File: config.mk
export PLATFORM = sky130hd
export DESIGN_NAME = bp_boot_io_router
export DESIGN_NICKNAME = d
export VERILOG_FILES = /design/src/verilog/bp_boot_pkg.sv /design/src/verilog/bp_boot_io_router.sv
export VERILOG_INCLUDE_DIRS = /design/src /design/src/verilog
export SDC_FILE = /design/constraint.sdc
export NUM_CORES = 1
export LEC_CHECK = 0
export BUFFER_PORTS_ARGS = -buffer_cell sky130_fd_sc_hd__buf_4
export CORE_AREA = 2 2 116 118
export DETAILED_ROUTE_END_ITERATION = 8
export DIE_AREA = 0 0 118 120
export MAX_ROUTING_LAYER = met4
export PLACE_DENSITY = 0.52
export SLEW_MARGIN = 20
export SYNTH_ARGS = -nofsm -noshare
export SYNTH_HDL_FRONTEND = slang
export SYNTH_SLANG_ARGS = --single-unit
File: constraint.sdc
create_clock -name vclk -period 1.5
set_input_delay 0.15 -clock vclk [all_inputs]
set_output_delay 0.15 -clock vclk [all_outputs]
set_load 0.02 [all_outputs]
File: src/verilog/bp_boot_params.svh
`ifndef BP_BOOT_PARAMS_SVH
`define BP_BOOT_PARAMS_SVH

// Command path and storage sizes
`define BP_BOOT_ADDR_W      12
`define BP_BOOT_DATA_W      64
`define BP_BOOT_MEM_ELS     256
`define BP_BOOT_INSTR_ELS   16
`define BP_BOOT_NBF_DEPTH   16

// Address map, everything below the config base lands in memory
`define BP_BOOT_CFG_BASE      12'h800
`define BP_BOOT_FREEZE_ADDR   12'h800
`define BP_BOOT_CORE_ID_ADDR  12'h801
`define BP_BOOT_CCE_MODE_ADDR 12'h802
`define BP_BOOT_INSTR_BASE    12'h810

// Boot constants
`define BP_BOOT_CORE_ID     8'h03
`define BP_BOOT_INSTR_TAG   8'hC5

`endif

File: src/verilog/bp_boot_pkg.sv
`default_nettype none

`include "bp_boot_params.svh"

package bp_boot_pkg;

   typedef logic [`BP_BOOT_ADDR_W-1:0]            addr_t;
   typedef logic [`BP_BOOT_DATA_W-1:0]            data_t;
   typedef logic [$clog2(`BP_BOOT_MEM_ELS)-1:0]   mem_idx_t;
   typedef logic [$clog2(`BP_BOOT_INSTR_ELS)-1:0] instr_idx_t;
   typedef logic [7:0]                            core_id_t;

   typedef enum logic
   {
      cce_uncached = 1'b0,
      cce_normal   = 1'b1
   } cce_mode_e;

   // Fixed config write sequence
   typedef enum logic [2:0]
   {
      cfg_reset,
      cfg_freeze,
      cfg_core_id,
      cfg_mode,
      cfg_instr,
      cfg_done
   } cfg_state_e;

   typedef enum logic [1:0]
   {
      nbf_wait,
      nbf_stream,
      nbf_unfreeze,
      nbf_done
   } nbf_state_e;

endpackage

`default_nettype wire

File: src/verilog/bp_boot_io_router.sv
`timescale 1ns/1ps
`default_nettype none

`include "bp_boot_params.svh"

module bp_boot_io_router
   (
   input  logic                  cfg_v_i,
   input  bp_boot_pkg::addr_t    cfg_addr_i,
   input  bp_boot_pkg::data_t    cfg_data_i,
   input  logic                  nbf_v_i,
   input  bp_boot_pkg::addr_t    nbf_addr_i,
   input  bp_boot_pkg::data_t    nbf_data_i,
   output logic                  reg_w_v_o,
   output bp_boot_pkg::addr_t    reg_w_addr_o,
   output bp_boot_pkg::data_t    reg_w_data_o,
   output logic                  mem_w_v_o,
   output bp_boot_pkg::mem_idx_t mem_w_idx_o,
   output bp_boot_pkg::data_t    mem_w_data_o
   );

   logic               sel_v;
   bp_boot_pkg::addr_t sel_addr;
   bp_boot_pkg::data_t sel_data;
   logic               is_cfg;

   // Loaders are mutually exclusive, so the active valid picks the source
   assign sel_v    = cfg_v_i | nbf_v_i;
   assign sel_addr = cfg_v_i ? cfg_addr_i : nbf_addr_i;
   assign sel_data = cfg_v_i ? cfg_data_i : nbf_data_i;

   assign is_cfg = (sel_addr >= `BP_BOOT_CFG_BASE);

   assign reg_w_v_o    = sel_v & is_cfg;
   assign reg_w_addr_o = sel_addr;
   assign reg_w_data_o = sel_data;

   // Memory sees only the low address bits
   assign mem_w_v_o    = sel_v & ~is_cfg;
   assign mem_w_idx_o  = bp_boot_pkg::mem_idx_t'(sel_addr);
   assign mem_w_data_o = sel_data;

endmodule

`default_nettype wire

==> flow_summary.ini <==
[critical_path]
cpMostUsedCell = buf_4
required_ns = 1.35
slowest_delay_ns = 0.35
worst-path-buf-inv = 3
worst_ep_arrival_time_ns = 1.10
critPathTopFamily = buffers and inverters
endpoint_kind = output pin
slowest_stage = mux2_4
cp-start-kind = input port
crit_path_cell_trace = buf_4 > buf_12 > mux2_4 > buf_4
cp_max_fo = 43
crit_type = in2out

[sta]
worst_slew_pin_slew_ns = 0.3117
fin_crit_ns = 1.245
finalSetupTns_ns = 0
timing_hold_violations_final = 0
slew_headroom = 0.7922
max_freq_ghz = 0.8029
setup_viol_count_final = 0
maxSlewViolCount = 0
post-route-period-util = 0.8303
grt_setup_unrepaired = false

[place]
gp_congestion = 0.7970
io_buffers = 304
dp_hpwl_mm = 6.745
post_dp_cell_area_um2 = 3709

[grt]
grt.total_usage = 0.09181
grt_pass1_vias = 2038
grt_first_pass_wirelength_mm = 10.43
antenna_found_initial = 0
grt_remaining_overflow = 0
grt_max_degree = 44

[floorplanning]
die_y_um = 120
dieArea_um2 = 14160
core_um2 = 12980
start_util = 0.1447
io_pins = 304
die_w_um = 118
num_rows = 42

[drt]
ant_nets = 0
route.met3.wl_um = 659
route.met2.wl_mm = 4.171
via_count = 1972
avgRoutedWirePerCell_um = 12.98
wl_met1_mm = 2.504
drt-total-wl_mm = 7.336
highest_layer = met3
post-route-drc-count = 0
routed_via_density = 3.490
drtIter0Drc = 16
firstDrtPassIters = 2

[min_path]
hold_path.class = in2out

[finish]
seq_area_um2 = 0
drive_above_1_share = 0.9794
area_delta_synth_final_pct = 97.47
final_net_count = 545
antenna_cells = 0
seq_cells = 0
clockBufferCount = 0
design_area_um2 = 3709

[power]
p_leak_uw = 0.002122
vdd_drop_max_mv = 0.3081
power_density_nw_per_um2 = 439.4

[yosys]
synth_top_area_share = 0.5996
syn_nets = 318
synthesis.area_um2 = 1878
ys_warn_count = 0
synth.area.top_cells = mux2_4 (60%), buf_4 (29%), buf_12 (8.5%), buf_6 (0.60%), a22o_1 (0.47%)
synthCells = 164
avgSynthCellArea_um2 = 11.45
ys_seq_area_frac = 0
ys_types = 10
yosysTopAreaCell = mux2_4

[clock_tree]
postCtsHoldBufs = 0
cts_resized = 0
post_cts_buffers = 0

[run]
drv_cap = 0

[status]
status = finished clean
## layer usage
metal,vias up,GRT usage
met5,-,-
met4,0,0
met3,0,0.01473
met2,159,0.1890
met1,874,0.09662
li1,939,-
## area by class of cell
class	count	area, um^2
fill	1380	9271
timing repair buffer	306	2322
multi-input combinational	81	1159
tap	176	220.2
inverter	2	7.507
## path summary, 6_finish.rpt
check | slack [ns] | endpoint | depth (start not counted) | from
min | 0.62 | reg_w_addr_o[8] | 3 | cfg_addr_i[8]
max | 0.25 | reg_w_data_o[9] | 4 | cfg_v_i
## Yosys cell counts
library cell and count:
mux2_4 75, buf_4 72, buf_12 8, inv_1 2, nand2_1 2, a22o_1 1
buf_6 1, nand3b_1 1, nor2_1 1, o21ai_0 1
## placed cells by master (no fill, tap or decap), drive strengths merged
master and n:
buf 306, mux2 75, inv 2, nand2 2, o21ai 1, nand3b 1, nor2 1, a22o 1
## cell families after synthesis
kind of cell | synth area share
compound gates | 0.007327
buf+inv | 0.3831
mux | 0.5996
simple gates | 0.009994
## where the power goes
part | switching (uW) | internal, uW
sequential | 0 | 0
combinational | 745 | 884
clock | 0 | 0
total | 745 | 884
## per-stage QoR
stage,utilization,hold WS (ns),cells,worst slack (ns),total power [uW]
2_1_floorplan,-,0.4594,164,0.3654,1050
3_3_place_gp,0.2857,0.6178,565,0.2646,1638
3_5_place_dp,0.2857,0.6281,565,0.2558,1646
4_1_cts,0.2857,0.6281,565,0.2543,1650
5_1_grt,0.2857,0.6340,565,0.2340,1705
6_report,0.2857,0.6246,565,0.2545,1630
No activity file was read; power rests on OpenSTA's default activity.
