$ cat src/verilog/bp_boot_params.svh
`ifndef BP_BOOT_PARAMS_SVH
`define BP_BOOT_PARAMS_SVH

// Command path and storage sizes
`define BP_BOOT_ADDR_W      12
`define BP_BOOT_DATA_W      64
`define BP_BOOT_MEM_ELS     256
`define BP_BOOT_INSTR_ELS   16
`define BP_BOOT_NBF_DEPTH   16

// Address map, everything below the config base lands in memory
`define BP_BOOT_CFG_BASE      12'h800
`define BP_BOOT_FREEZE_ADDR   12'h800
`define BP_BOOT_CORE_ID_ADDR  12'h801
`define BP_BOOT_CCE_MODE_ADDR 12'h802
`define BP_BOOT_INSTR_BASE    12'h810

// Boot constants
`define BP_BOOT_CORE_ID     8'h03
`define BP_BOOT_INSTR_TAG   8'hC5

`endif

$ cat src/verilog/bp_boot_pkg.sv
`default_nettype none

`include "bp_boot_params.svh"

package bp_boot_pkg;

   typedef logic [`BP_BOOT_ADDR_W-1:0]            addr_t;
   typedef logic [`BP_BOOT_DATA_W-1:0]            data_t;
   typedef logic [$clog2(`BP_BOOT_MEM_ELS)-1:0]   mem_idx_t;
   typedef logic [$clog2(`BP_BOOT_INSTR_ELS)-1:0] instr_idx_t;
   typedef logic [7:0]                            core_id_t;

   typedef enum logic
   {
      cce_uncached = 1'b0,
      cce_normal   = 1'b1
   } cce_mode_e;

   // Fixed config write sequence
   typedef enum logic [2:0]
   {
      cfg_reset,
      cfg_freeze,
      cfg_core_id,
      cfg_mode,
      cfg_instr,
      cfg_done
   } cfg_state_e;

   typedef enum logic [1:0]
   {
      nbf_wait,
      nbf_stream,
      nbf_unfreeze,
      nbf_done
   } nbf_state_e;

endpackage

`default_nettype wire

$ cat src/verilog/bp_boot_cfg_regs.sv
`timescale 1ns/1ps
`default_nettype none

`include "bp_boot_params.svh"

module bp_boot_cfg_regs
   (
   input  logic                    clk_i,
   input  logic                    rst_i,
   input  logic                    w_v_i,
   input  bp_boot_pkg::addr_t      w_addr_i,
   input  bp_boot_pkg::data_t      w_data_i,
   input  bp_boot_pkg::instr_idx_t instr_rd_addr_i,
   output logic                    freeze_o,
   output bp_boot_pkg::core_id_t   core_id_o,
   output bp_boot_pkg::cce_mode_e  cce_mode_o,
   output bp_boot_pkg::data_t      instr_rd_data_o
   );

   bp_boot_pkg::data_t instr_ram [`BP_BOOT_INSTR_ELS];
   bp_boot_pkg::addr_t instr_off;
   logic               instr_hit;

   // Offset into the CCE instruction window
   assign instr_off = w_addr_i - `BP_BOOT_INSTR_BASE;
   assign instr_hit = (w_addr_i >= `BP_BOOT_INSTR_BASE) && (instr_off < `BP_BOOT_INSTR_ELS);

   always_ff @(posedge clk_i)
   begin
      if (rst_i)
      begin
         freeze_o   <= 1'b1;
         core_id_o  <= '0;
         cce_mode_o <= bp_boot_pkg::cce_uncached;
      end
      else if (w_v_i)
      begin
         case (w_addr_i)
            `BP_BOOT_FREEZE_ADDR:
               freeze_o <= w_data_i[0];
            `BP_BOOT_CORE_ID_ADDR:
               core_id_o <= bp_boot_pkg::core_id_t'(w_data_i);
            `BP_BOOT_CCE_MODE_ADDR:
               cce_mode_o <= bp_boot_pkg::cce_mode_e'(w_data_i[0]);
            // Unmapped config addresses drop the write
            default:
            begin
            end
         endcase
      end
   end

   always_ff @(posedge clk_i)
   begin
      if (w_v_i && instr_hit)
         instr_ram[bp_boot_pkg::instr_idx_t'(instr_off)] <= w_data_i;
      instr_rd_data_o <= instr_ram[instr_rd_addr_i];
   end

endmodule

`default_nettype wire

$ cat config.mk
export PLATFORM = sky130hd
export DESIGN_NAME = bp_boot_cfg_regs
export DESIGN_NICKNAME = d
export VERILOG_FILES = /design/src/verilog/bp_boot_pkg.sv /design/src/verilog/bp_boot_cfg_regs.sv
export VERILOG_INCLUDE_DIRS = /design/src /design/src/verilog
export SDC_FILE = /design/constraint.sdc
export NUM_CORES = 1
export LEC_CHECK = 0
export BUFFER_PORTS_ARGS = -buffer_cell sky130_fd_sc_hd__buf_2
export CAP_MARGIN = 10
export CORE_MARGIN = 2
export CORE_UTILIZATION = 57
export CTS_BUF_LIST = sky130_fd_sc_hd__clkbuf_8
export DETAILED_ROUTE_END_ITERATION = 12
export GPL_ROUTABILITY_DRIVEN = 0
export PLACE_DENSITY = 0.87
export REMOVE_ABC_BUFFERS = 1
export SKIP_CTS_REPAIR_TIMING = 1
export SYNTH_ARGS = -nofsm -noshare
export SYNTH_HDL_FRONTEND = slang
export SYNTH_SLANG_ARGS = --single-unit
$ cat constraint.sdc
create_clock -name clk_i -period 8.4 [get_ports clk_i]
set_input_delay 1.26 -clock clk_i [delete_from_list [all_inputs] [get_ports clk_i]]
set_output_delay 1.26 -clock clk_i [all_outputs]
set_load 0.01 [all_outputs]
==> impl_metrics.tcl <==
set metrics [dict create \
    status "complete, no violations" \
    grtUsageTotal_pct 24.4 \
    crit-reg2reg-launch "instr_ram[1][15]" \
    multiInputGateArea_um2 7560 \
    synth_edf_count 1024 \
    skew_ns 0.0287 \
    worstHoldPathType "reg2reg" \
    max_freq_ghz 0.260 \
    finalWirelength_um 85300 \
    vias_per_cell 6.24 \
    slew-limit-headroom_pct 15.6 \
    drive_above_1_share_pct 32.2 \
    slew_viol_final 0 \
    powerDensity_nw_per_um2 233 \
    synth-seq-cells 1098 \
    post-route-min-period_ns 3.84 \
    gr-total-overflow 0 \
    synth_top_area_share_pct 76.8 \
    fin_tns_setup_ns 0 \
    whs_ns 0.470 \
    routedWlPerCell_um 28.2 \
    syn_inst 1701 \
    area_delta_synth_final_pct 12.6 \
    vias 18900 \
    core_um2 69800 \
    drtIter0Drc 2334 \
    cts-buffers-inserted 161 \
    cts_tree "done" \
    io_buffers 156 \
    cts-root-buf "clkbuf_8" \
    cp.required_ns 8.82 \
    ys.flop_type "edfxtp_1" \
    setup_viol 0 \
    drc_errors 0 \
    fin_crit_sh_pct 45.8 \
    yosysTopAreaCell "edfxtp_1" \
    r2r-end "instr_rd_data_o[15]" \
    place_inst 2735 \
    final_cell_count_no_fill 3028 \
    start_kind "primary input" \
    hold_depth 2 \
    worstSkewPairLatency_ns 0.81 \
    ys_seq_area_share_pct 80.5 \
    num-fill-cells 4134 \
    die_y_um 269 \
    io_pins 157 \
    regToRegSetupSlack_ns 6.90 \
    synth_area_per_cell_um2 23.5 \
    synth_cell_type_count 25 \
    worst_slew_pin_slew_ns 1.27 \
    regArea_um2 32200 \
    cts_max_level 4 \
    ant_nets 0 \
    rr_worst_depth 3 \
    crit_path_end_kind "flop" \
    grt_pass1_vias 20200 \
    post-route-util_pct 64.6 \
    netlist_top_cells_area "edfxtp_1, mux4_2, dfxtp_1" \
    hp-start "core_id_o[5]" \
    hold_end "core_id_o[5]" \
    die_x_um 269 \
    pre_cts_slack_ns 3.74 \
    finalHoldViolations 0 \
    grt_max_degree 164 \
    layout_common_cells "edfxtp_1, mux4_2, clkbuf_8" \
    grt_pass1_wl_um 126000 \
    cts.clk_slew.worst_paths_ns 0.06 \
    rsz0062_at_grt "false" \
    layout.nets 2041 \
    clockBufferDepth 3 \
    antenna_found_initial 11 \
    start_util_pct 57.3 \
    post_synth_instance_area_um2 40000 \
    critPathKind "in2reg" \
    synth_warnings 0 \
    final_common_cell "edfxtp_1" \
    synthArstFlopShare_pct 0 \
    cp.arrival_ns 4.26 \
    dr.pass1.iters 5 \
    irDropWorstVdd_v 0.000168 \
    cp_max_fo 39 \
    p_leak_nw 14.7 \
    cts_sinks 1098 \
    fin_ws_ns 4.56 \
    place_hpwl_um 44100 \
    rows 97 \
    dieArea_um2 72300 \
    maxCapViolCount 0 \
]
metrics by stage:
step                      power (mW)  cell area [um^2]
after floorplan                 6.32             39700
after global placement          6.55             42000
after detailed placement        6.57             42000
after CTS                       10.6             45100
after global routing            10.8             45100
final                           10.5             45100
critical path: stages:
cell and delay [ns]:
buf_2 0.11, or4b_4 0.56, or4_1 0.71, nor2_4 0.84
buf_4 0.73
cell families (layout without fill, tap and decap cells):
group / after synthesis / in the layout / share of synthesized area, %
flip-flops: 1098 / 1098 / 80.5
AND/OR/NAND/NOR: 121 / 121 / 1.48
other: 0 / 4 / 0
AO/OA/AOI/OAI: 128 / 128 / 2.40
multiplexers: 266 / 266 / 14.7
buffers and inverters: 88 / 471 / 0.925
registers in the layout, indices dropped and copies added (netlist names):
signal / flops
cce_mode_o: 1
core_id_o: 8
freeze_o: 1
instr_ram: 1024
instr_rd_data_o: 64
layer usage:
metal / global-route usage [%] / part of all wire [%] / vias to the layer above
met2: 39.6 / 51 / 1139
li1: - / - / 7794
met4: 9.76 / 2.8 / 12
met1: 31.9 / 36 / 9787
met3: 6.58 / 10 / 163
met5: 0 / 0.086 / -
synthesized netlist by cell type (2+ instances only):
cell type     n
mux4_2      256
nand2_1      66
nand2b_1     17
dfxtp_1      74
nor2_1       16
clkbuf_1     42
nor2b_1       2
buf_2        26
a22oi_1     128
nor4b_1       3
nand4_1       3
mux2i_1      10
nand3b_1      2
buf_1        18
nor4_1        5
edfxtp_1   1024
worst max path at each step:
| stage | startpoint | end | slack [ns] | depth (start not counted) |
|---|---|---|---|---|
| 2_1_floorplan | w_addr_i[6] | instr_ram[0][0] | -0.33 | 3 |
| 3_3_place_gp | w_addr_i[6] | instr_ram[1][54] | 3.84 | 5 |
| 3_5_place_dp | w_addr_i[6] | instr_ram[1][19] | 3.74 | 5 |
| 4_1_cts | w_addr_i[10] | instr_ram[7][53] | 4.63 | 5 |
| 5_1_grt | w_addr_i[6] | instr_ram[7][29] | 4.47 | 5 |
| 6_report | w_addr_i[6] | instr_ram[1][36] | 4.56 | 5 |
power breakdown:
part	internal [mW]	switching [mW]	total, mW	leakage, nW
clock	2.12	1.94	4.05	1.80
sequential	6.00	0.0118	6.02	9.82
combinational	0.174	0.260	0.434	3.06
cell type report:
class	instances	area share, %
Tap cell	940	2.61
Clock buffer	184	5.62
Inverter	1	0.00833
Clock inverter	105	1.20
Multi-Input combinational cell	515	16.8
Antenna cell	4	0.0222
Timing Repair Buffer	181	2.25
Sequential cell	1098	71.5
Note: power is estimated with default switching activity, not from simulation.
