File: src/verilog/bp_boot_params.svh
`ifndef BP_BOOT_PARAMS_SVH
`define BP_BOOT_PARAMS_SVH

// Command path and storage sizes
`define BP_BOOT_ADDR_W      12
`define BP_BOOT_DATA_W      64
`define BP_BOOT_MEM_ELS     256
`define BP_BOOT_INSTR_ELS   16
`define BP_BOOT_NBF_DEPTH   16

// Address map, everything below the config base lands in memory
`define BP_BOOT_CFG_BASE      12'h800
`define BP_BOOT_FREEZE_ADDR   12'h800
`define BP_BOOT_CORE_ID_ADDR  12'h801
`define BP_BOOT_CCE_MODE_ADDR 12'h802
`define BP_BOOT_INSTR_BASE    12'h810

// Boot constants
`define BP_BOOT_CORE_ID     8'h03
`define BP_BOOT_INSTR_TAG   8'hC5

`endif

File: src/verilog/bp_boot_pkg.sv
`default_nettype none

`include "bp_boot_params.svh"

package bp_boot_pkg;

   typedef logic [`BP_BOOT_ADDR_W-1:0]            addr_t;
   typedef logic [`BP_BOOT_DATA_W-1:0]            data_t;
   typedef logic [$clog2(`BP_BOOT_MEM_ELS)-1:0]   mem_idx_t;
   typedef logic [$clog2(`BP_BOOT_INSTR_ELS)-1:0] instr_idx_t;
   typedef logic [7:0]                            core_id_t;

   typedef enum logic
   {
      cce_uncached = 1'b0,
      cce_normal   = 1'b1
   } cce_mode_e;

   // Fixed config write sequence
   typedef enum logic [2:0]
   {
      cfg_reset,
      cfg_freeze,
      cfg_core_id,
      cfg_mode,
      cfg_instr,
      cfg_done
   } cfg_state_e;

   typedef enum logic [1:0]
   {
      nbf_wait,
      nbf_stream,
      nbf_unfreeze,
      nbf_done
   } nbf_state_e;

endpackage

`default_nettype wire

File: src/verilog/bp_boot_cfg_loader.sv
`timescale 1ns/1ps
`default_nettype none

`include "bp_boot_params.svh"

module bp_boot_cfg_loader
   (
   input  logic               clk_i,
   input  logic               rst_i,
   output logic               cmd_v_o,
   output bp_boot_pkg::addr_t cmd_addr_o,
   output bp_boot_pkg::data_t cmd_data_o,
   output logic               done_o
   );

   bp_boot_pkg::cfg_state_e state_r;
   bp_boot_pkg::instr_idx_t instr_idx_r;
   logic                    done_r;
   bp_boot_pkg::data_t      instr_word;

   // Tag in the top byte, index zero-extended into the rest
   assign instr_word = {`BP_BOOT_INSTR_TAG, (`BP_BOOT_DATA_W-8)'(instr_idx_r)};

   always_ff @(posedge clk_i)
   begin
      if (rst_i)
      begin
         state_r     <= bp_boot_pkg::cfg_reset;
         instr_idx_r <= '0;
         done_r      <= 1'b0;
      end
      else
      begin
         case (state_r)
            bp_boot_pkg::cfg_reset:   state_r <= bp_boot_pkg::cfg_freeze;
            bp_boot_pkg::cfg_freeze:  state_r <= bp_boot_pkg::cfg_core_id;
            bp_boot_pkg::cfg_core_id: state_r <= bp_boot_pkg::cfg_mode;
            bp_boot_pkg::cfg_mode:    state_r <= bp_boot_pkg::cfg_instr;
            bp_boot_pkg::cfg_instr:
            begin
               instr_idx_r <= instr_idx_r + 1'b1;
               // Last instruction word goes out this cycle
               if (instr_idx_r == bp_boot_pkg::instr_idx_t'(`BP_BOOT_INSTR_ELS-1))
               begin
                  state_r <= bp_boot_pkg::cfg_done;
                  done_r  <= 1'b1;
               end
            end
            bp_boot_pkg::cfg_done:    state_r <= bp_boot_pkg::cfg_done;
            default:                  state_r <= bp_boot_pkg::cfg_reset;
         endcase
      end
   end

   always_comb
   begin
      cmd_v_o    = 1'b1;
      cmd_addr_o = '0;
      cmd_data_o = '0;
      case (state_r)
         bp_boot_pkg::cfg_freeze:
         begin
            cmd_addr_o = `BP_BOOT_FREEZE_ADDR;
            cmd_data_o = bp_boot_pkg::data_t'(1'b1);
         end
         bp_boot_pkg::cfg_core_id:
         begin
            cmd_addr_o = `BP_BOOT_CORE_ID_ADDR;
            cmd_data_o = bp_boot_pkg::data_t'(`BP_BOOT_CORE_ID);
         end
         bp_boot_pkg::cfg_mode:
         begin
            cmd_addr_o = `BP_BOOT_CCE_MODE_ADDR;
            cmd_data_o = bp_boot_pkg::data_t'(bp_boot_pkg::cce_normal);
         end
         bp_boot_pkg::cfg_instr:
         begin
            cmd_addr_o = bp_boot_pkg::addr_t'(`BP_BOOT_INSTR_BASE + instr_idx_r);
            cmd_data_o = instr_word;
         end
         default:
            cmd_v_o = 1'b0;
      endcase
   end

   assign done_o = done_r;

endmodule

`default_nettype wire

File: config.mk
export PLATFORM = sky130hd
export DESIGN_NAME = bp_boot_cfg_loader
export DESIGN_NICKNAME = d
export VERILOG_FILES = /design/src/verilog/bp_boot_pkg.sv /design/src/verilog/bp_boot_cfg_loader.sv
export VERILOG_INCLUDE_DIRS = /design/src /design/src/verilog
export SDC_FILE = /design/constraint.sdc
export NUM_CORES = 1
export LEC_CHECK = 0
export BUFFER_PORTS_ARGS = -buffer_cell sky130_fd_sc_hd__buf_2
export CORE_MARGIN = 8
export CORE_UTILIZATION = 39
export CTS_CLUSTER_SIZE = 20
export DETAILED_ROUTE_END_ITERATION = 7
export GPL_TIMING_DRIVEN = 1
export PLACE_DENSITY = 0.84
export SLEW_MARGIN = 10
export SYNTH_ARGS = -nofsm -noshare
export SYNTH_HDL_FRONTEND = slang
export SYNTH_SLANG_ARGS = --single-unit
File: constraint.sdc
create_clock -name clk_i -period 1.6 [get_ports clk_i]
set_input_delay 0.24 -clock clk_i [delete_from_list [all_inputs] [get_ports clk_i]]
set_output_delay 0.24 -clock clk_i [all_outputs]
set_load 0.03 [all_outputs]
==> reports/qor.yml <==
clocking:
  ctsHoldBuffers: 0
  cts_tree: "yes"
  cts_buffers: 3
  clk_latency_ns: 0.25
  cts_buffer_depth: 2
  clockRootBuffer: "clkbuf_4"
  htree_levels: 1
  cts_sinks: 8
  clk_pin_slew_worst_paths_ns: 0.06
setup_path:
  endpoint_kind: "primary output"
  crit_type: "reg2out"
  cp_slowest_cell: "dfxtp_2"
  start_kind: "flip-flop"
  worstPathRequired_ns: 1.36
  worstPathCellList: "nor3b_4 > buf_4 > buf_2"
  cp_num_buf_inv: 2
  max_stage_delay_ns: 0.38
  crit_family: "flip-flops"
  crit_path_max_fanout: 10
  worstPathArrival_ns: 1.27
routing:
  wl_per_cell_um: 11.17
  wl_um: 1776
  first_pass_iters: 4
  drtAntennaViolNets: 0
  viasPerCell: 3.673
  first_iter_violations: 14
  route.vias.total: 584
  drc: 0
logic_synthesis:
  synth_warnings: 0
  synth.avg_cell_area_um2: 8.165
  synthFlopType: "dfxtp_1"
  synth-seq-area-share_pct: 16.62
  synth.distinct_cells: 26
  yosys.area_share.simple_pct: 14.03
  synth_top_family_by_area: "buffers and inverters"
  synth_edf_count: 0
  synthAdderAreaFrac_pct: 1.299
  synth_area_um2: 963.4
  synth_compound_area_share_pct: 4.935
  ys_ff_latch: 8
  synth_mux_area_share_pct: 2.597
  syn_inst: 118
  synth-xor-area-share_pct: 3.636
  synth-async-reset-ratio_pct: 0
place:
  dpl_worst_slack_ns: 0.2128
  gp_congestion: 0.8219
  port_buffers: 17
  dp_hpwl_um: 1452
timing:
  hold_viol: 0
  final_max_slew_viol_count: 0
  setup_tns_ns: 0
  rsz0062_at_grt: "false"
  timing.hold.ws_ns: 0.2856
  period_share_pct: 94.16
  skew_ns: 0.006712
  period_minus_slack_ns: 1.507
  fin_ws_ns: 0.09340
  finalSetupViolCount: 0
  fmax_mhz: 663.7
die:
  num_rows: 18
  start_util_pct: 39.98
  core_um2: 2410
  die-area_um2: 4316
  die-height_um: 65.70
  ios: 80
  die_w_um: 65.70
cells_and_area:
  layout_commonest_cell: "conb_1"
  drive_gt1_share_pct: 23.26
  diodes: 0
  syn2layout_area_growth_pct: -14.29
  final_cell_mix: "conb_1 (62), buf_2 (16), nor2_1 (6), dfxtp_1 (6)"
  nNetsFinal: 134
run:
  cap_violations: 0
global_route:
  grt_pass1_wl_um: 2587
  grt_pass1_vias: 622
  grt-ovfl-total: 0
  grt_use_total_pct: 7.359
  grt_max_degree: 11
  grt_antenna_before_repair: 0
power:
  leakage_nw: 0.4769
  vdd_drop_max_uv: 394.9
  p_per_area_nw_per_um2: 951.8
  power_w: 0.0007860
worst_hold_path:
  hp-class: "in2reg"
run_status:
  outcome: "finished, final reports clean"
-- cell usage after synthesis, types with 2 or more instances --
cell type  count  area [µm²]
buf_4         70       525.5
dfxtp_1        8       160.2
nor2_1         6       22.52
xnor2_1        4       35.03
a21oi_1        3       15.01
and2_1         2       12.51
clkbuf_1       2       7.510
nand2_1        2       7.510
nand2b_1       2       12.51
nor2b_1        2       12.51
o21ai_0        2       10.01
-- state kept, by name, indices dropped and copies added, names as in the netlist --
register	count
state_r	3
done_o	1
instr_idx_r	4
-- through the flow --
step                      cells  util (%)  area [µm²]
after floorplan             179         -        1209
after global placement      155     32.81       790.8
after detailed placement    155     32.81       790.8
after CTS                   159     34.11       822.0
after global routing        159     34.27       825.8
final                       159     34.27       825.8
-- worst register-to-register path, cell delays in order, from the launching register on --
cell	delay, ns
dfxtp_2	0.38
nor3b_4	0.27
buf_4	0.18
nand4_2	0.11
mux2_4	0.31
-- worst paths after layout --
path / to / cells past startpoint / from / slack [ns]
min: state_r[1] / 2 / rst_i / 0.29
min reg2reg: done_o / 2 / done_o / 0.49
max: cmd_data_o[58] / 3 / state_r[0] / 0.09
max reg2reg: instr_idx_r[3] / 4 / state_r[0] / 0.24
-- layout make-up --
cell class                      count  area, µm²
Clock buffer                        3      22.52
Fill cell                         277       1584
Multi-Input combinational cell     98      493.0
Sequential cell                     8      162.7
Tap cell                           30      37.54
Timing Repair Buffer               20      110.1
-- cell families (layout without fill, tap and decap cells) --
kind of cell	count (synthesis)	count (layout)
AO/OA/AOI/OAI	8	8
flip-flops	8	8
adder cells (fa/ha/maj)	1	1
buffers and inverters	73	23
multiplexers	2	2
other	1	62
AND/OR/NAND/NOR	21	21
XOR/XNOR	4	4
-- where the power goes --
part | switching (W) | total [W] | internal [W]
logic | 0.000328 | 0.000394 | 0.0000665
clock network | 0.0000663 | 0.000152 | 0.0000857
registers | 0.0000266 | 0.000240 | 0.000213
total | 0.000420 | 0.000786 | 0.000365
-- layer usage --
metal  routed length (µm)  part of all wire [%]  track usage, %  vias to the layer above
li1                     -                     -               -                      266
met1                  618                    35           6.439                      275
met2                  905                    51           13.52                       43
met3                  252                    14           2.891                        0
met4                    0                     0           4.905                        0
met5                    0                     0               0                        -
-- timing repair --
| item | 4_1_cts | 5_1_grt |
|---|---|---|
| setup buffers | 1 | 0 |
| setup endpoints to repair | 11 | 7 |
| pin swaps | 1 | 0 |
| gates resized for setup | 1 | 2 |
No activity file was read; power rests on OpenSTA's default activity.
