--- src/verilog/bp_boot_params.svh ---
`ifndef BP_BOOT_PARAMS_SVH
`define BP_BOOT_PARAMS_SVH

// Command path and storage sizes
`define BP_BOOT_ADDR_W      12
`define BP_BOOT_DATA_W      64
`define BP_BOOT_MEM_ELS     256
`define BP_BOOT_INSTR_ELS   16
`define BP_BOOT_NBF_DEPTH   16

// Address map, everything below the config base lands in memory
`define BP_BOOT_CFG_BASE      12'h800
`define BP_BOOT_FREEZE_ADDR   12'h800
`define BP_BOOT_CORE_ID_ADDR  12'h801
`define BP_BOOT_CCE_MODE_ADDR 12'h802
`define BP_BOOT_INSTR_BASE    12'h810

// Boot constants
`define BP_BOOT_CORE_ID     8'h03
`define BP_BOOT_INSTR_TAG   8'hC5

`endif

--- src/verilog/bp_boot_pkg.sv ---
`default_nettype none

`include "bp_boot_params.svh"

package bp_boot_pkg;

   typedef logic [`BP_BOOT_ADDR_W-1:0]            addr_t;
   typedef logic [`BP_BOOT_DATA_W-1:0]            data_t;
   typedef logic [$clog2(`BP_BOOT_MEM_ELS)-1:0]   mem_idx_t;
   typedef logic [$clog2(`BP_BOOT_INSTR_ELS)-1:0] instr_idx_t;
   typedef logic [7:0]                            core_id_t;

   typedef enum logic
   {
      cce_uncached = 1'b0,
      cce_normal   = 1'b1
   } cce_mode_e;

   // Fixed config write sequence
   typedef enum logic [2:0]
   {
      cfg_reset,
      cfg_freeze,
      cfg_core_id,
      cfg_mode,
      cfg_instr,
      cfg_done
   } cfg_state_e;

   typedef enum logic [1:0]
   {
      nbf_wait,
      nbf_stream,
      nbf_unfreeze,
      nbf_done
   } nbf_state_e;

endpackage

`default_nettype wire

--- src/verilog/bp_boot_nbf_loader.sv ---
`timescale 1ns/1ps
`default_nettype none

`include "bp_boot_params.svh"

module bp_boot_nbf_loader
   (
   input  logic               clk_i,
   input  logic               rst_i,
   input  logic               cfg_done_i,
   input  logic               nbf_v_i,
   input  bp_boot_pkg::addr_t nbf_addr_i,
   input  bp_boot_pkg::data_t nbf_data_i,
   input  logic               nbf_last_i,
   output logic               cmd_v_o,
   output bp_boot_pkg::addr_t cmd_addr_o,
   output bp_boot_pkg::data_t cmd_data_o,
   output logic               fifo_full_o,
   output logic               boot_done_o
   );

   localparam int ptr_w = $clog2(`BP_BOOT_NBF_DEPTH);

   bp_boot_pkg::addr_t      fifo_addr_r [`BP_BOOT_NBF_DEPTH];
   bp_boot_pkg::data_t      fifo_data_r [`BP_BOOT_NBF_DEPTH];
   logic                    fifo_last_r [`BP_BOOT_NBF_DEPTH];
   logic [ptr_w-1:0]        wr_ptr_r;
   logic [ptr_w-1:0]        rd_ptr_r;
   logic [ptr_w:0]          count_r;
   logic                    last_seen_r;
   logic                    boot_done_r;
   bp_boot_pkg::nbf_state_e state_r;
   logic                    fifo_empty;
   logic                    push;
   logic                    pop;

   assign fifo_full_o = (count_r == `BP_BOOT_NBF_DEPTH);
   assign fifo_empty  = (count_r == '0);
   // Nothing is taken once the last record is in
   assign push = nbf_v_i & ~fifo_full_o & ~last_seen_r;
   assign pop  = (state_r == bp_boot_pkg::nbf_stream) & ~fifo_empty;

   always_ff @(posedge clk_i)
   begin
      if (push)
      begin
         fifo_addr_r[wr_ptr_r] <= nbf_addr_i;
         fifo_data_r[wr_ptr_r] <= nbf_data_i;
         fifo_last_r[wr_ptr_r] <= nbf_last_i;
      end
   end

   always_ff @(posedge clk_i)
   begin
      if (rst_i)
      begin
         wr_ptr_r    <= '0;
         rd_ptr_r    <= '0;
         count_r     <= '0;
         last_seen_r <= 1'b0;
         boot_done_r <= 1'b0;
         state_r     <= bp_boot_pkg::nbf_wait;
      end
      else
      begin
         if (push)
         begin
            wr_ptr_r    <= (wr_ptr_r == ptr_w'(`BP_BOOT_NBF_DEPTH-1)) ? '0 : wr_ptr_r + 1'b1;
            last_seen_r <= nbf_last_i;
         end
         if (pop)
            rd_ptr_r <= (rd_ptr_r == ptr_w'(`BP_BOOT_NBF_DEPTH-1)) ? '0 : rd_ptr_r + 1'b1;
         if (push & ~pop)
            count_r <= count_r + 1'b1;
         else if (pop & ~push)
            count_r <= count_r - 1'b1;

         case (state_r)
            bp_boot_pkg::nbf_wait:
               if (cfg_done_i)
                  state_r <= bp_boot_pkg::nbf_stream;
            bp_boot_pkg::nbf_stream:
               if (pop && fifo_last_r[rd_ptr_r])
                  state_r <= bp_boot_pkg::nbf_unfreeze;
            bp_boot_pkg::nbf_unfreeze:
            begin
               state_r     <= bp_boot_pkg::nbf_done;
               boot_done_r <= 1'b1;
            end
            default:
               state_r <= bp_boot_pkg::nbf_done;
         endcase
      end
   end

   always_comb
   begin
      cmd_v_o    = pop;
      cmd_addr_o = fifo_addr_r[rd_ptr_r];
      cmd_data_o = fifo_data_r[rd_ptr_r];
      // Release the core after the final record
      if (state_r == bp_boot_pkg::nbf_unfreeze)
      begin
         cmd_v_o    = 1'b1;
         cmd_addr_o = `BP_BOOT_FREEZE_ADDR;
         cmd_data_o = '0;
      end
   end

   assign boot_done_o = boot_done_r;

endmodule

`default_nettype wire

--- config.mk ---
export PLATFORM = sky130hd
export DESIGN_NAME = bp_boot_nbf_loader
export DESIGN_NICKNAME = d
export VERILOG_FILES = /design/src/verilog/bp_boot_pkg.sv /design/src/verilog/bp_boot_nbf_loader.sv
export VERILOG_INCLUDE_DIRS = /design/src /design/src/verilog
export SDC_FILE = /design/constraint.sdc
export NUM_CORES = 1
export LEC_CHECK = 0
export BUFFER_PORTS_ARGS = -buffer_cell sky130_fd_sc_hd__clkbuf_2
export CAP_MARGIN = 0
export CORE_MARGIN = 1
export CORE_UTILIZATION = 26
export CTS_CLUSTER_DIAMETER = 60
export DETAILED_ROUTE_END_ITERATION = 8
export PLACE_DENSITY = 0.46
export SLEW_MARGIN = 20
export SYNTH_ARGS = -nofsm -noshare
export SYNTH_HDL_FRONTEND = slang
export SYNTH_SLANG_ARGS = --single-unit
--- constraint.sdc ---
create_clock -name clk_i -period 8.15 [get_ports clk_i]
set_input_delay 1.2225 -clock clk_i [delete_from_list [all_inputs] [get_ports clk_i]]
set_output_delay 1.2225 -clock clk_i [all_outputs]
set_load 0.01 [all_outputs]
==> out/qor.csv <==
stage,metric,value,unit
run_status,status,finished clean,
timing,slew_headroom,26.9,%
pwr,powerDensity,284,nW/um^2
die,die_area,185000,um^2
setup_path,reg2reg_to,fifo_data_r[7][48],
routing,first_pass_iters,5,
synth,ys_seq_elements,1253,
pwr,fin_total_pwr,15.9,mW
timing,setup-violations-final,0,
die,die_x,430,um
timing,max_freq,195,MHz
setup_path,worst-setup-path-type,reg -> out,
pwr,irDropWorstVdd,0.000238,V
setup_path,worst-path-stages,5,
die,core,181000,um^2
layout,drive_above_1_share,31.4,%
die,rows,156,
die,die_h,430,um
global_routing,grt_usage,13.1,%
cts,clock_path_buffers,3,
layout,fin_nets,2326,
synth,syn-cell-area,47700,um^2
routing,viasPerCell,4.55,
cts,htree_num_levels,4,
global_routing,grt_overflow_total,0,
routing,drt_iter0_markers,1557,
timing,hold_viol_final,0,
synth,synth-async-reset-ratio,0,%
setup_path,crit_family,buffers and inverters,
synth,synth_nets,2108,
synth,syn_area_per_cell,23.6,um^2
global_routing,antenna_found_initial,18,
cts,numCtsBuffers,132,
routing,postRouteAntennaNets,0,
pwr,switchingPower,3.83,mW
setup_path,path_max_fanout,40,
pwr,p_sw_share,24.2,%
routing,wire_per_inst,25.8,um
setup_path,cp-endpoint,cmd_addr_o[11],
cts,cts_resized,0,
cts,cts_tree,yes,
setup_path,crit_required,6.93,ns
setup_path,reg2reg_slack,4.62,ns
routing,drc_errors,0,
global_routing,grt_pass1_vias,23407,
job,maxCapViolations,0,
worst_hold_path,min_path_cells,2,
synth,synth_edf_count,1232,
synth,synthFlopType,edfxtp_1,
cts,cts-hold-fix-buffers,0,
setup_path,crit_chain,"buf_4, mux4_2, a2111oi_0, a31oi_1, clkbuf_2",
synth,yosysUniqueCellTypes,47,
layout,stdcell_count,4712,
global_routing,grt_pass1_wl,171,mm
setup_path,crit_arrival,3.91,ns
setup_path,ff2ff_path_depth,4,
setup_path,startpoint_type,register,
placed_design,place_inst,4471,
layout,area_delta_synth_final,17.3,%
setup_path,slowest_stage,dfxtp_4,
cts,clockRootBuffer,clkbuf_16,
pwr,comb_power_share,14.0,%
routing,vias,21437,
setup_path,cp_num_buf_inv,2,
cts,postCtsSetupRepairBufs,0,
placed_design,portBuffers,159,
timing,period_needed,5.14,ns
cts,clk_latency,0.77,ns
setup_path,r2r_start,count_r[0],
die,ios,160,
routing,routed_wl,122,mm
synth,ys_warn_count,0,
timing,tightest_slew,1.10,ns
cts,clk_pin_slew,0.06,ns
global_routing,grt_max_degree,117,
timing,rsz0062_at_grt,no,
pwr,p_int,12.0,mW
synth,yosysTopAreaCell,edfxtp_1,
pwr,p_leak,16.7,nW
die,start_util,26.3,%
synth,ys_seq_area_share,78.5,%
timing,slew_viol_final,0,
synth,synthTopCellsByArea,"edfxtp_1 78%, mux4_2 14%, mux2i_1 3.4%",
timing,skew,0.0297,ns
setup_path,cp-end-kind,output port,
synth,synthCells,2017,
pwr,power_frac_seq,46.3,%
setup_path,slowest_delay,0.96,ns
timing,fin_setup_tns,0,ns
pwr,p_clk_share,39.8,%
placed_design,dpl.hpwl,61.4,mm
synth,synth_top_cell_area_share,77.6,%
placed_design,place_congestion,0.689,
cts,cts.sinks,1253,
timing,fin_crit_sh,63.0,%
worst_hold_path,worstHoldPathType,reg -> reg,
[routing by layer]
layer | global-route usage, % | vias to the layer above | wire (um)
met3 | 2.03 | 181 | 4190
met2 | 23.4 | 429 | 63900
met1 | 16.1 | 11727 | 50600
met4 | 3.93 | 6 | 2710
met5 | 0 | - | 32
li1 | - | 9094 | -
[worst register-to-register path, delay by kind of cell, from the launching register on]
kind	cells	cell delay, ns
simple gates	2	1.27
flops	1	0.43
compound gates	1	0.55
buf+inv	1	0.85
[final cells by class]
type / count / area [um^2]
inverters: 6 / 22.5
repair buffers: 194 / 1130
clock inverters: 87 / 1120
clock buffers: 153 / 3450
well taps: 2370 / 2970
diodes: 1 / 2.50
multi-input cells: 648 / 9790
flip-flops and latches: 1253 / 37400
fillers: 17144 / 125000
[worst min path at each step]
stage                startpoint          end  slack [ns]
detailed placement  boot_done_o  boot_done_o        0.47
global route        last_seen_r  last_seen_r        0.52
global placement    last_seen_r  last_seen_r        0.46
finish              boot_done_o  boot_done_o        0.47
floorplan           last_seen_r  last_seen_r        0.45
CTS                 boot_done_o  boot_done_o        0.48
[Yosys cell counts, types with 2 or more instances]
cell type	instances
and3_1	8
ha_1	9
and3_2	6
mux4_2	304
edfxtp_1	1232
buf_2	37
nor2_1	21
nor4_2	2
nand3_1	2
buf_4	8
inv_1	6
mux2_2	4
nor3_1	2
buf_1	27
buf_6	2
nand2b_1	3
o22ai_1	76
xor2_1	4
nor2b_1	7
mux2i_1	160
clkbuf_1	35
o211ai_1	2
a21oi_1	8
nand2_1	9
dfxtp_1	21
[power by group through the flow]
stage / Combinational, mW / Sequential [mW] / Clock [mW]
final: 2.22 / 7.34 / 6.31
after CTS: 2.32 / 7.35 / 6.47
after global placement: 2.29 / 7.47 / 0
after detailed placement: 2.31 / 7.48 / 0
after floorplan: 1.53 / 7.42 / 0
after global routing: 2.41 / 7.36 / 6.68
[sequential cells by signal, indices dropped and copies added, names as in the netlist, named ones only]
name,cells
fifo_data_r,1024
fifo_addr_r,192
fifo_last_r,16
count_r,5
rd_ptr_r,4
wr_ptr_r,4
state_r,2
boot_done_o,1
last_seen_r,1
[cell families after synthesis]
kind of cell | synth area share, %
XOR/XNOR | 0.0919
AND/OR/NAND/NOR | 0.733
multiplexers | 17.8
flip-flops | 78.5
AO/OA/AOI/OAI | 1.44
buffers and inverters | 1.13
adder cells (fa/ha/maj) | 0.278
[per-stage QoR]
step	util (%)	hold slack [ns]	setup WS [ns]	cell area, um^2
after floorplan	-	0.451	0.898	47700
after CTS	30.8	0.484	2.76	55900
after detailed placement	28.3	0.471	3.59	51300
after global routing	30.8	0.517	2.62	55900
after global placement	28.3	0.465	3.61	51300
final	30.8	0.473	3.01	55900
[placed cells by master, fill, tap and decap left out, drive strengths merged, types with 2 or more instances in the layout]
cell / count
edfxtp: 1232
clkbuf: 312
mux4: 304
mux2i: 160
o22ai: 76
clkinv: 48
buf: 35
bufinv: 24
nor2: 21
dfxtp: 21
and3: 14
inv: 14
ha: 9
nand2: 9
a21oi: 8
nor2b: 7
clkinvlp: 7
xor2: 4
mux2: 4
nand2b: 3
o211ai: 2
nand3: 2
nor4: 2
o21ai: 2
nor3: 2
a21o: 2
a211oi: 2
Note: power is estimated with default switching activity, not from simulation.
